[src/dii_pkg.sv]
`default_nettype none

package dii_pkg;

   // Flit format of the debug interconnect.
   localparam int FLIT_WIDTH = 16;

   typedef logic [FLIT_WIDTH-1:0] flit_t;

   // Source ids are ten bits wide.
   localparam int ID_WIDTH = 10;

   // Packet class field in the header.
   localparam int TYPE_WIDTH = 2;
   localparam logic [TYPE_WIDTH-1:0] TYPE_TRACE = 2'd2;

   // Header field positions.
   localparam int HDR_TYPE_MSB     = 15;
   localparam int HDR_OVERFLOW_BIT = 11;
   localparam int HDR_BULK_BIT     = 10;

   // Top bit of an overflow-status flit.
   localparam logic STATUS_MARK = 1'b1;

endpackage

`default_nettype wire

[src/trace_pkg.sv]
`default_nettype none

package trace_pkg;

   // Drop counter carried in a status flit, saturating.
   localparam int DROP_WIDTH = 10;

   typedef logic [DROP_WIDTH-1:0] drop_cnt_t;

   // Queue depth.
   typedef logic [7:0] depth_t;

   // Payload flits for an event, rounded up.
   function automatic int flits_for(input int width);
      return (width + dii_pkg::FLIT_WIDTH - 1) / dii_pkg::FLIT_WIDTH;
   endfunction

endpackage

`default_nettype wire

[src/trace_event_queue.sv]
`timescale 1ns/1ns
`default_nettype none

module trace_event_queue #(
   parameter type               event_t = logic [31:0],
   parameter trace_pkg::depth_t DEPTH   = 4
) (
   input  logic   clk,
   input  logic   rst,
   input  logic   trace_valid,
   input  event_t trace_data,
   output logic   trace_ready,
   output logic   ev_valid,
   output event_t ev_data,
   output logic   ev_overflow,
   input  logic   ev_ready
);

   import trace_pkg::*;

   localparam int PTR_W = (DEPTH > 1) ? $clog2(DEPTH) : 1;
   localparam int CNT_W = $clog2(DEPTH + 1);
   localparam logic [CNT_W-1:0] FULL_CNT = CNT_W'(DEPTH);
   localparam logic [PTR_W-1:0] LAST_PTR = PTR_W'(DEPTH - 1);

   event_t           mem     [DEPTH];
   logic             ovf_mem [DEPTH];
   logic [PTR_W-1:0] wr_ptr;
   logic [PTR_W-1:0] rd_ptr;
   logic [CNT_W-1:0] count;
   drop_cnt_t        drop_cnt;
   drop_cnt_t        drop_inc;
   drop_cnt_t        rec_cnt;
   logic             ovf_pending;
   logic             full;
   logic             push;
   logic             push_ovf;
   logic             drop;
   logic             pop;

   function automatic logic [PTR_W-1:0] ptr_inc(input logic [PTR_W-1:0] p);
      return (p == LAST_PTR) ? '0 : p + 1'b1;
   endfunction

   assign full        = (count == FULL_CNT);
   assign trace_ready = !full;
   assign push_ovf    = ovf_pending && !full;
   assign push        = push_ovf || (trace_valid && !full);
   assign drop        = trace_valid && full;
   assign pop         = ev_valid && ev_ready;

   assign drop_inc = (drop_cnt == '1) ? drop_cnt : drop_cnt + 1'b1;
   // An event arriving with the record joins its count.
   assign rec_cnt  = trace_valid ? drop_inc : drop_cnt;

   assign ev_valid    = (count != '0);
   assign ev_data     = mem[rd_ptr];
   assign ev_overflow = ovf_mem[rd_ptr];

   always_ff @(posedge clk) begin
      if (push) begin
         mem[wr_ptr]     <= push_ovf ? event_t'(rec_cnt) : trace_data;
         ovf_mem[wr_ptr] <= push_ovf;
      end
   end

   always_ff @(posedge clk) begin
      if (rst) begin
         wr_ptr      <= '0;
         rd_ptr      <= '0;
         count       <= '0;
         drop_cnt    <= '0;
         ovf_pending <= 1'b0;
      end else begin
         if (push) begin
            wr_ptr <= ptr_inc(wr_ptr);
         end
         if (pop) begin
            rd_ptr <= ptr_inc(rd_ptr);
         end
         if (push && !pop) begin
            count <= count + 1'b1;
         end else if (!push && pop) begin
            count <= count - 1'b1;
         end
         if (push_ovf) begin
            drop_cnt    <= '0;
            ovf_pending <= 1'b0;
         end else if (drop) begin
            drop_cnt    <= drop_inc;
            ovf_pending <= 1'b1;
         end
      end
   end

   a_count_bound: assert property (@(posedge clk) disable iff (rst) count <= FULL_CNT);

endmodule

`default_nettype wire

[src/trace_packetizer.sv]
`timescale 1ns/1ns
`default_nettype none

module trace_packetizer #(
   parameter int WIDTH = 32
) (
   input  logic                          clk,
   input  logic                          rst,
   input  logic [dii_pkg::ID_WIDTH-1:0]  id,
   input  logic [dii_pkg::FLIT_WIDTH-1:0] dest,
   input  logic                          ev_valid,
   input  logic [WIDTH-1:0]              ev_data,
   input  logic                          ev_overflow,
   output logic                          ev_ready,
   output logic                          flit_valid,
   output logic [dii_pkg::FLIT_WIDTH-1:0] flit_data,
   output logic                          flit_last,
   input  logic                          flit_ready
);

   import dii_pkg::*;
   import trace_pkg::*;

   localparam int NUM_FLITS = flits_for(WIDTH);
   localparam int CNT_W     = (NUM_FLITS > 1) ? $clog2(NUM_FLITS) : 1;
   localparam int PAD_W     = NUM_FLITS * FLIT_WIDTH;

   typedef enum logic [1:0] {
      S_DEST,
      S_HDR,
      S_STATUS,
      S_PAYLOAD
   } state_t;

   state_t           state;
   state_t           state_nxt;
   logic [CNT_W-1:0] cnt;
   logic [CNT_W-1:0] cnt_nxt;
   logic             last_payload;
   logic [PAD_W-1:0] payload;
   flit_t            hdr_flit;
   flit_t            status_flit;

   // Zero-filled above the event width.
   assign payload      = PAD_W'(ev_data);
   assign last_payload = (cnt == CNT_W'(NUM_FLITS - 1));
   assign status_flit  = {STATUS_MARK, {(FLIT_WIDTH - 1 - DROP_WIDTH){1'b0}},
                          ev_data[DROP_WIDTH-1:0]};

   always_comb begin
      hdr_flit                                = '0;
      hdr_flit[HDR_TYPE_MSB -: TYPE_WIDTH]    = TYPE_TRACE;
      hdr_flit[HDR_OVERFLOW_BIT]              = ev_overflow;
      hdr_flit[HDR_BULK_BIT]                  = 1'b0;
      hdr_flit[ID_WIDTH-1:0]                  = id;
   end

   always_comb begin
      state_nxt  = state;
      cnt_nxt    = cnt;
      flit_valid = 1'b1;
      flit_data  = '0;
      flit_last  = 1'b0;
      case (state)
         S_DEST: begin
            flit_valid = ev_valid;
            flit_data  = dest;
            if (ev_valid && flit_ready) begin
               state_nxt = S_HDR;
            end
         end
         S_HDR: begin
            flit_data = hdr_flit;
            cnt_nxt   = '0;
            if (flit_ready) begin
               state_nxt = ev_overflow ? S_STATUS : S_PAYLOAD;
            end
         end
         S_STATUS: begin
            flit_data = status_flit;
            flit_last = 1'b1;
            if (flit_ready) begin
               state_nxt = S_DEST;
            end
         end
         S_PAYLOAD: begin
            // Least significant flit first.
            flit_data = payload[int'(cnt) * FLIT_WIDTH +: FLIT_WIDTH];
            flit_last = last_payload;
            if (flit_ready) begin
               if (last_payload) begin
                  state_nxt = S_DEST;
               end else begin
                  cnt_nxt = cnt + 1'b1;
               end
            end
         end
         default: state_nxt = S_DEST;
      endcase
   end

   // Queue item retires with the final flit.
   assign ev_ready = flit_valid && flit_ready && flit_last;

   always_ff @(posedge clk) begin
      if (rst) begin
         state <= S_DEST;
         cnt   <= '0;
      end else begin
         state <= state_nxt;
         cnt   <= cnt_nxt;
      end
   end

   // Last flit matches the kind of the queue item still on offer.
   a_last_pos: assert property (@(posedge clk) disable iff (rst)
      flit_last |-> ev_valid && (ev_overflow ? (state == S_STATUS)
                                             : (state == S_PAYLOAD && last_payload)));

   // Relies on the queue holding its item until ev_ready.
   a_flit_hold: assert property (@(posedge clk) disable iff (rst)
      flit_valid && !flit_ready |=> flit_valid && $stable(flit_data));

endmodule

`default_nettype wire

[src/packet_arbiter.sv]
`timescale 1ns/1ns
`default_nettype none

module packet_arbiter (
   input  logic                           clk,
   input  logic                           rst,
   input  logic                           req_valid_a,
   input  logic [dii_pkg::FLIT_WIDTH-1:0] req_data_a,
   input  logic                           req_last_a,
   output logic                           req_ready_a,
   input  logic                           req_valid_b,
   input  logic [dii_pkg::FLIT_WIDTH-1:0] req_data_b,
   input  logic                           req_last_b,
   output logic                           req_ready_b,
   output logic                           out_valid,
   output logic [dii_pkg::FLIT_WIDTH-1:0] out_data,
   output logic                           out_last,
   input  logic                           out_ready
);

   // Grant of 1 selects channel b.
   logic grant;
   logic lock;
   logic sel;
   logic accept;

   // Round robin on a tie, otherwise whoever requests.
   always_comb begin
      if (lock) begin
         sel = grant;
      end else if (req_valid_a && req_valid_b) begin
         sel = !grant;
      end else begin
         sel = req_valid_b;
      end
   end

   assign out_valid   = sel ? req_valid_b : req_valid_a;
   assign out_data    = sel ? req_data_b : req_data_a;
   assign out_last    = sel ? req_last_b : req_last_a;
   assign req_ready_a = out_ready && !sel;
   assign req_ready_b = out_ready && sel;
   assign accept      = out_valid && out_ready;

   always_ff @(posedge clk) begin
      if (rst) begin
         grant <= 1'b1;
         lock  <= 1'b0;
      end else if (accept) begin
         grant <= sel;
         lock  <= !out_last;
      end
   end

   // The locked grant points at a packet that streams without gaps.
   a_grant_locked: assert property (@(posedge clk) disable iff (rst)
      lock |-> out_valid);

endmodule

`default_nettype wire

[src/debug_credit_tx.sv]
`timescale 1ns/1ns
`default_nettype none

module debug_credit_tx #(
   parameter int CREDITS = 4
) (
   input  logic                           clk,
   input  logic                           rst,
   input  logic                           in_valid,
   input  logic [dii_pkg::FLIT_WIDTH-1:0] in_data,
   input  logic                           in_last,
   output logic                           in_ready,
   output logic                           link_valid,
   output logic [dii_pkg::FLIT_WIDTH-1:0] link_data,
   output logic                           link_last,
   input  logic                           link_credit
);

   localparam int CNT_W = $clog2(CREDITS + 1);
   localparam logic [CNT_W-1:0] MAX_CREDITS = CNT_W'(CREDITS);

   logic [CNT_W-1:0] credits;
   logic             send;

   // The output register drains every cycle, so only credits gate input.
   assign in_ready = (credits != '0);
   assign send     = in_valid && in_ready;

   always_ff @(posedge clk) begin
      if (rst) begin
         credits    <= MAX_CREDITS;
         link_valid <= 1'b0;
      end else begin
         link_valid <= send;
         case ({send, link_credit})
            2'b10:   credits <= credits - 1'b1;
            2'b01:   credits <= credits + 1'b1;
            default: credits <= credits;
         endcase
      end
   end

   always_ff @(posedge clk) begin
      if (send) begin
         link_data <= in_data;
         link_last <= in_last;
      end
   end

   // Receiver never returns more credits than flits it got.
   a_credit_bound: assert property (@(posedge clk) disable iff (rst)
      credits <= MAX_CREDITS);

endmodule

`default_nettype wire

[src/trace_subsystem_top.sv]
`timescale 1ns/1ns
`default_nettype none

module trace_subsystem_top #(
   parameter int                WIDTH_A      = 32,
   parameter int                WIDTH_B      = 40,
   parameter trace_pkg::depth_t QUEUE_DEPTH  = 4,
   parameter int                LINK_CREDITS = 4
) (
   input  logic                           clk,
   input  logic                           rst,
   input  logic [dii_pkg::FLIT_WIDTH-1:0] dest,
   input  logic [dii_pkg::ID_WIDTH-1:0]   id_a,
   input  logic [dii_pkg::ID_WIDTH-1:0]   id_b,
   input  logic                           trace_valid_a,
   input  logic [WIDTH_A-1:0]             trace_data_a,
   output logic                           trace_ready_a,
   input  logic                           trace_valid_b,
   input  logic [WIDTH_B-1:0]             trace_data_b,
   output logic                           trace_ready_b,
   output logic                           link_valid,
   output logic [dii_pkg::FLIT_WIDTH-1:0] link_data,
   output logic                           link_last,
   input  logic                           link_credit
);

   import dii_pkg::*;

   logic               ev_valid_a;
   logic [WIDTH_A-1:0] ev_data_a;
   logic               ev_overflow_a;
   logic               ev_ready_a;
   logic               ev_valid_b;
   logic [WIDTH_B-1:0] ev_data_b;
   logic               ev_overflow_b;
   logic               ev_ready_b;

   logic  flit_valid_a;
   flit_t flit_data_a;
   logic  flit_last_a;
   logic  flit_ready_a;
   logic  flit_valid_b;
   flit_t flit_data_b;
   logic  flit_last_b;
   logic  flit_ready_b;

   logic  arb_valid;
   flit_t arb_data;
   logic  arb_last;
   logic  arb_ready;

   trace_event_queue #(
      .event_t (logic [WIDTH_A-1:0]),
      .DEPTH   (QUEUE_DEPTH)
   ) i_queue_a (
      .clk         (clk),
      .rst         (rst),
      .trace_valid (trace_valid_a),
      .trace_data  (trace_data_a),
      .trace_ready (trace_ready_a),
      .ev_valid    (ev_valid_a),
      .ev_data     (ev_data_a),
      .ev_overflow (ev_overflow_a),
      .ev_ready    (ev_ready_a)
   );

   trace_event_queue #(
      .event_t (logic [WIDTH_B-1:0]),
      .DEPTH   (QUEUE_DEPTH)
   ) i_queue_b (
      .clk         (clk),
      .rst         (rst),
      .trace_valid (trace_valid_b),
      .trace_data  (trace_data_b),
      .trace_ready (trace_ready_b),
      .ev_valid    (ev_valid_b),
      .ev_data     (ev_data_b),
      .ev_overflow (ev_overflow_b),
      .ev_ready    (ev_ready_b)
   );

   trace_packetizer #(
      .WIDTH (WIDTH_A)
   ) i_packetizer_a (
      .clk         (clk),
      .rst         (rst),
      .id          (id_a),
      .dest        (dest),
      .ev_valid    (ev_valid_a),
      .ev_data     (ev_data_a),
      .ev_overflow (ev_overflow_a),
      .ev_ready    (ev_ready_a),
      .flit_valid  (flit_valid_a),
      .flit_data   (flit_data_a),
      .flit_last   (flit_last_a),
      .flit_ready  (flit_ready_a)
   );

   trace_packetizer #(
      .WIDTH (WIDTH_B)
   ) i_packetizer_b (
      .clk         (clk),
      .rst         (rst),
      .id          (id_b),
      .dest        (dest),
      .ev_valid    (ev_valid_b),
      .ev_data     (ev_data_b),
      .ev_overflow (ev_overflow_b),
      .ev_ready    (ev_ready_b),
      .flit_valid  (flit_valid_b),
      .flit_data   (flit_data_b),
      .flit_last   (flit_last_b),
      .flit_ready  (flit_ready_b)
   );

   packet_arbiter i_arbiter (
      .clk         (clk),
      .rst         (rst),
      .req_valid_a (flit_valid_a),
      .req_data_a  (flit_data_a),
      .req_last_a  (flit_last_a),
      .req_ready_a (flit_ready_a),
      .req_valid_b (flit_valid_b),
      .req_data_b  (flit_data_b),
      .req_last_b  (flit_last_b),
      .req_ready_b (flit_ready_b),
      .out_valid   (arb_valid),
      .out_data    (arb_data),
      .out_last    (arb_last),
      .out_ready   (arb_ready)
   );

   debug_credit_tx #(
      .CREDITS (LINK_CREDITS)
   ) i_credit_tx (
      .clk         (clk),
      .rst         (rst),
      .in_valid    (arb_valid),
      .in_data     (arb_data),
      .in_last     (arb_last),
      .in_ready    (arb_ready),
      .link_valid  (link_valid),
      .link_data   (link_data),
      .link_last   (link_last),
      .link_credit (link_credit)
   );

endmodule

`default_nettype wire

[config.mk]
export PLATFORM = sky130hd
export DESIGN_NAME = trace_subsystem_top
export DESIGN_NICKNAME = d
export VERILOG_FILES = /design/src/dii_pkg.sv /design/src/trace_pkg.sv /design/src/trace_event_queue.sv /design/src/trace_packetizer.sv /design/src/packet_arbiter.sv /design/src/debug_credit_tx.sv /design/src/trace_subsystem_top.sv
export SDC_FILE = /design/constraint.sdc
export NUM_CORES = 1
export LEC_CHECK = 0
export BUFFER_PORTS_ARGS = -buffer_cell sky130_fd_sc_hd__buf_2
export CORE_MARGIN = 2
export CORE_UTILIZATION = 45
export CTS_CLUSTER_DIAMETER = 50
export DETAILED_ROUTE_END_ITERATION = 12
export SKIP_CTS_REPAIR_TIMING = 1
export SYNTH_ARGS = -nofsm -noshare
export SYNTH_HDL_FRONTEND = slang
export SYNTH_HIERARCHICAL = 1
export SYNTH_SLANG_ARGS = --single-unit
[constraint.sdc]
create_clock -name clk -period 3.86 [get_ports clk]
set_input_delay 0.193 -clock clk [delete_from_list [all_inputs] [get_ports clk]]
set_output_delay 0.193 -clock clk [all_outputs]
set_load 0.05 [all_outputs]
==> results.yml <==
outcome:
  status: "completed"
logic_synthesis:
  synth_top_family_by_area: "multiplexers"
  ys_warn_count: 6
  synth.avg_cell_area_um2: 15.42
  syn_nets: 1187
  yosys.area_share.simple_pct: 9.232
  ys_seq_area_share_pct: 64.32
  syn_area_mm2: 0.01626
  muxShareOfSynthArea_pct: 15.01
  yosys.area_share.xor_xnor_pct: 0.5924
  synthFlopType: "edfxtp_1"
  synth_compound_area_share_pct: 6.455
  synth-adder-area-share_pct: 1.600
  yosysUniqueCellTypes: 72
  netlist.area_leader.share_pct: 57.79
  yosysMostFrequentCell: "edfxtp_1"
  synth_seq_cells: 366
  synth_largest_area_cell: "edfxtp_1"
  syn_inst: 1055
  ys_async_sr_fraction_pct: 0
  yosys-top-cells-area: "edfxtp_1 58%, mux4_2 10%, dfxtp_1 6.5%, mux2i_1 3.3%, and2_1 2.5%"
  synth-edff-count: 313
  synthTopCellsByCount: "313 x edfxtp_1, 74 x mux4_2, 64 x and2_1"
routing:
  vias: 9475
  firstDrtPassIters: 4
  routed_via_density: 5.590
  ant_nets: 0
  wirelength_um: 37360
  post-route-drc-count: 0
  wl_per_cell_um: 22.04
  drt_iter0_markers: 756
die:
  die_w_um: 194.1
  rows: 69
  fp.dieArea_mm2: 0.03768
  io_pins: 133
  initial_core_util_pct: 45.72
  core_area_mm2: 0.03557
  die_h_um: 194.1
timing:
  fin_crit_sh_pct: 89.25
  drv_slew: 0
  skew_ps: 19.74
  worstMarginPinSlew_ps: 951.6
  rsz0062_at_grt: "false"
  fin_setup_tns_ps: 0
  layout_min_cycle_time_ps: 3445
  relSlewSlack_pct: 35.89
  fin_hold_ws_ps: 6.858
  fmax_mhz: 290.3
  setup_viol: 0
  hold_viol: 0
  setup_ws_ps: 414.9
clock_network:
  cts_tree: "yes"
  worst_skew_pair.late_latency_ps: 540
  path_clk_slew_ps: 60
  h-tree-depth: 2
  cts_buffer_depth: 3
  clock_sinks: 366
  ctsRootBufferMaster: "clkbuf_16"
  cts_buffers: 43
critical_path:
  timing.rr.end: "i_queue_a/count[2]"
  crit_arrival_ps: 3900
  crit_top_cell: "or3_1"
  reg2reg_slack_ps: 410
  path_max_fanout: 7
  r2r_cells: 13
  cpMaxStageDelayCell: "or3_1"
  reg2reg_from: "i_queue_a/count[2]"
  cp_cell_sequence: "or3_1, or3_1, a21boi_4, mux2i_4, and2_1, and3_1, nand2_1, ha_1, inv_1, fa_1, xor2_1, or3_1, a21oi_1"
  cp-start-kind: "flop"
  slowest_delay_ps: 450
  path_class: "reg2reg"
  endpoint_kind: "flop"
  cp.required_ps: 4310
place:
  gp_congestion: 0.8594
  dp_hpwl_um: 25300
  placed_area_mm2: 0.01738
  dp.cells: 1616
  dpl_worst_slack_ps: 434.0
  portBuffers: 132
power:
  p_comb_share_pct: 25.5
  p_per_area_mw_per_mm2: 665.6
  switchingPower_mw: 3.823
  ir_drop_mv: 0.4040
  seqPwrFrac_pct: 43.1
  power_mw: 12.49
  pwr-share-clk_pct: 31.4
  internal-power_mw: 8.668
  leakage_nw: 6.442
  switching_share_pct: 30.61
final_layout:
  drive_above_1_share_pct: 28.30
  final_design_area_no_fill_mm2: 0.01877
  syn_to_final_growth_pct: 15.40
  final_cells: 1695
  fin_nets: 1332
  final_util_pct: 52.76
worst_hold_path:
  whs_path_depth: 2
  hold_end: "i_queue_b/mem[1][21]"
  min_from: "trace_data_b[21]"
  hold_class: "in2reg"
grt:
  grt_usage_pct: 19.70
  grt-ovfl-total: 0
  grt_max_degree: 36
  grt_pass1_wl_um: 56590
  grt_pass1_vias: 9496
  antenna_found_initial: 0
job:
  maxCapViolations: 0
-- worst max-delay path: cells and delay by family, from the launching register on --
| kind | cells | cell delay (ps) |
|---|---|---|
| XOR/XNOR | 1 | 160 |
| adder cells (fa/ha/maj) | 2 | 570 |
| AO/OA/AOI/OAI | 2 | 370 |
| multiplexers | 1 | 110 |
| AND/OR/NAND/NOR | 6 | 1770 |
| flip-flops | 1 | 350 |
| buffers and inverters | 1 | 60 |
-- cell type report --
cell class	instances	area, um2
fillers	2988	16800
flip-flops and latches	366	10460
multi-input cells	602	5354
clock buffers	55	1184
repair buffers	159	875.8
well taps	461	576.8
clock inverters	23	206.4
inverters	28	105.1
diodes	1	2.502
-- placed cells by master, fill, tap and decap left out, types with 13 or more instances in the layout --
| master | n |
|---|---|
| buf_2 | 132 |
| inv_1 | 24 |
| ha_1 | 16 |
| or3_1 | 20 |
| buf_4 | 26 |
| nor2_1 | 50 |
| and3_1 | 17 |
| mux4_2 | 74 |
| a31oi_1 | 14 |
| nand3_1 | 18 |
| a21oi_1 | 42 |
| dfxtp_1 | 50 |
| edfxtp_1 | 313 |
| nand2_1 | 49 |
| and2_1 | 60 |
| o21ai_0 | 32 |
| nor3_1 | 14 |
| mux2i_1 | 53 |
| clkbuf_16 | 45 |
| a211oi_1 | 13 |
-- state kept, by name, indices dropped and copies added, names as in the netlist, 3 cells and up, named ones only --
signal / count
i_credit_tx/credits: 3
i_credit_tx/link_data: 16
i_queue_a/count: 3
i_queue_a/drop_cnt: 10
i_queue_a/mem: 128
i_queue_a/ovf_mem: 4
i_queue_b/count: 3
i_queue_b/drop_cnt: 10
i_queue_b/mem: 160
i_queue_b/ovf_mem: 4
-- how the worst max path moves through the flow --
stage | from | cells after the start | end
final | i_queue_a/count[2] | 13 | i_queue_a/count[2]
after global routing | i_queue_a/count[2] | 13 | i_queue_a/count[2]
after CTS | i_queue_a/count[2] | 13 | i_queue_a/count[2]
after detailed placement | i_queue_a/count[0] | 13 | i_queue_a/count[2]
after global placement | i_queue_a/count[0] | 13 | i_queue_a/count[2]
after floorplan | i_queue_a/count[0] | 14 | i_queue_a/count[2]
-- metal layers --
layer	track usage (%)	vias to the layer above	wire length (um)
li1	-	4405	-
met1	27.94	4760	16790
met2	31.04	247	17510
met3	3.427	63	1963
met4	6.510	0	1096
met5	0	-	0
-- cells by family (layout without fill, tap and decap cells) --
| group | count (synthesis) | in the layout |
|---|---|---|
| flops | 366 | 366 |
| simple gates | 272 | 272 |
| compound gates | 155 | 155 |
| mux | 145 | 145 |
| buf+inv | 87 | 265 |
| fa+ha+maj | 19 | 19 |
| xor+xnor | 11 | 11 |
| other cells | 0 | 1 |
-- power groups by stage --
stage	Clock [mW]	Combinational (mW)	Sequential, mW
2_1_floorplan	0	2.08	5.71
3_3_place_gp	0	3.16	5.44
3_5_place_dp	0	3.21	5.47
4_1_cts	4.02	3.22	5.39
5_1_grt	4.17	3.44	5.45
6_report	3.93	3.18	5.38
No activity file was read; power rests on OpenSTA's default activity.
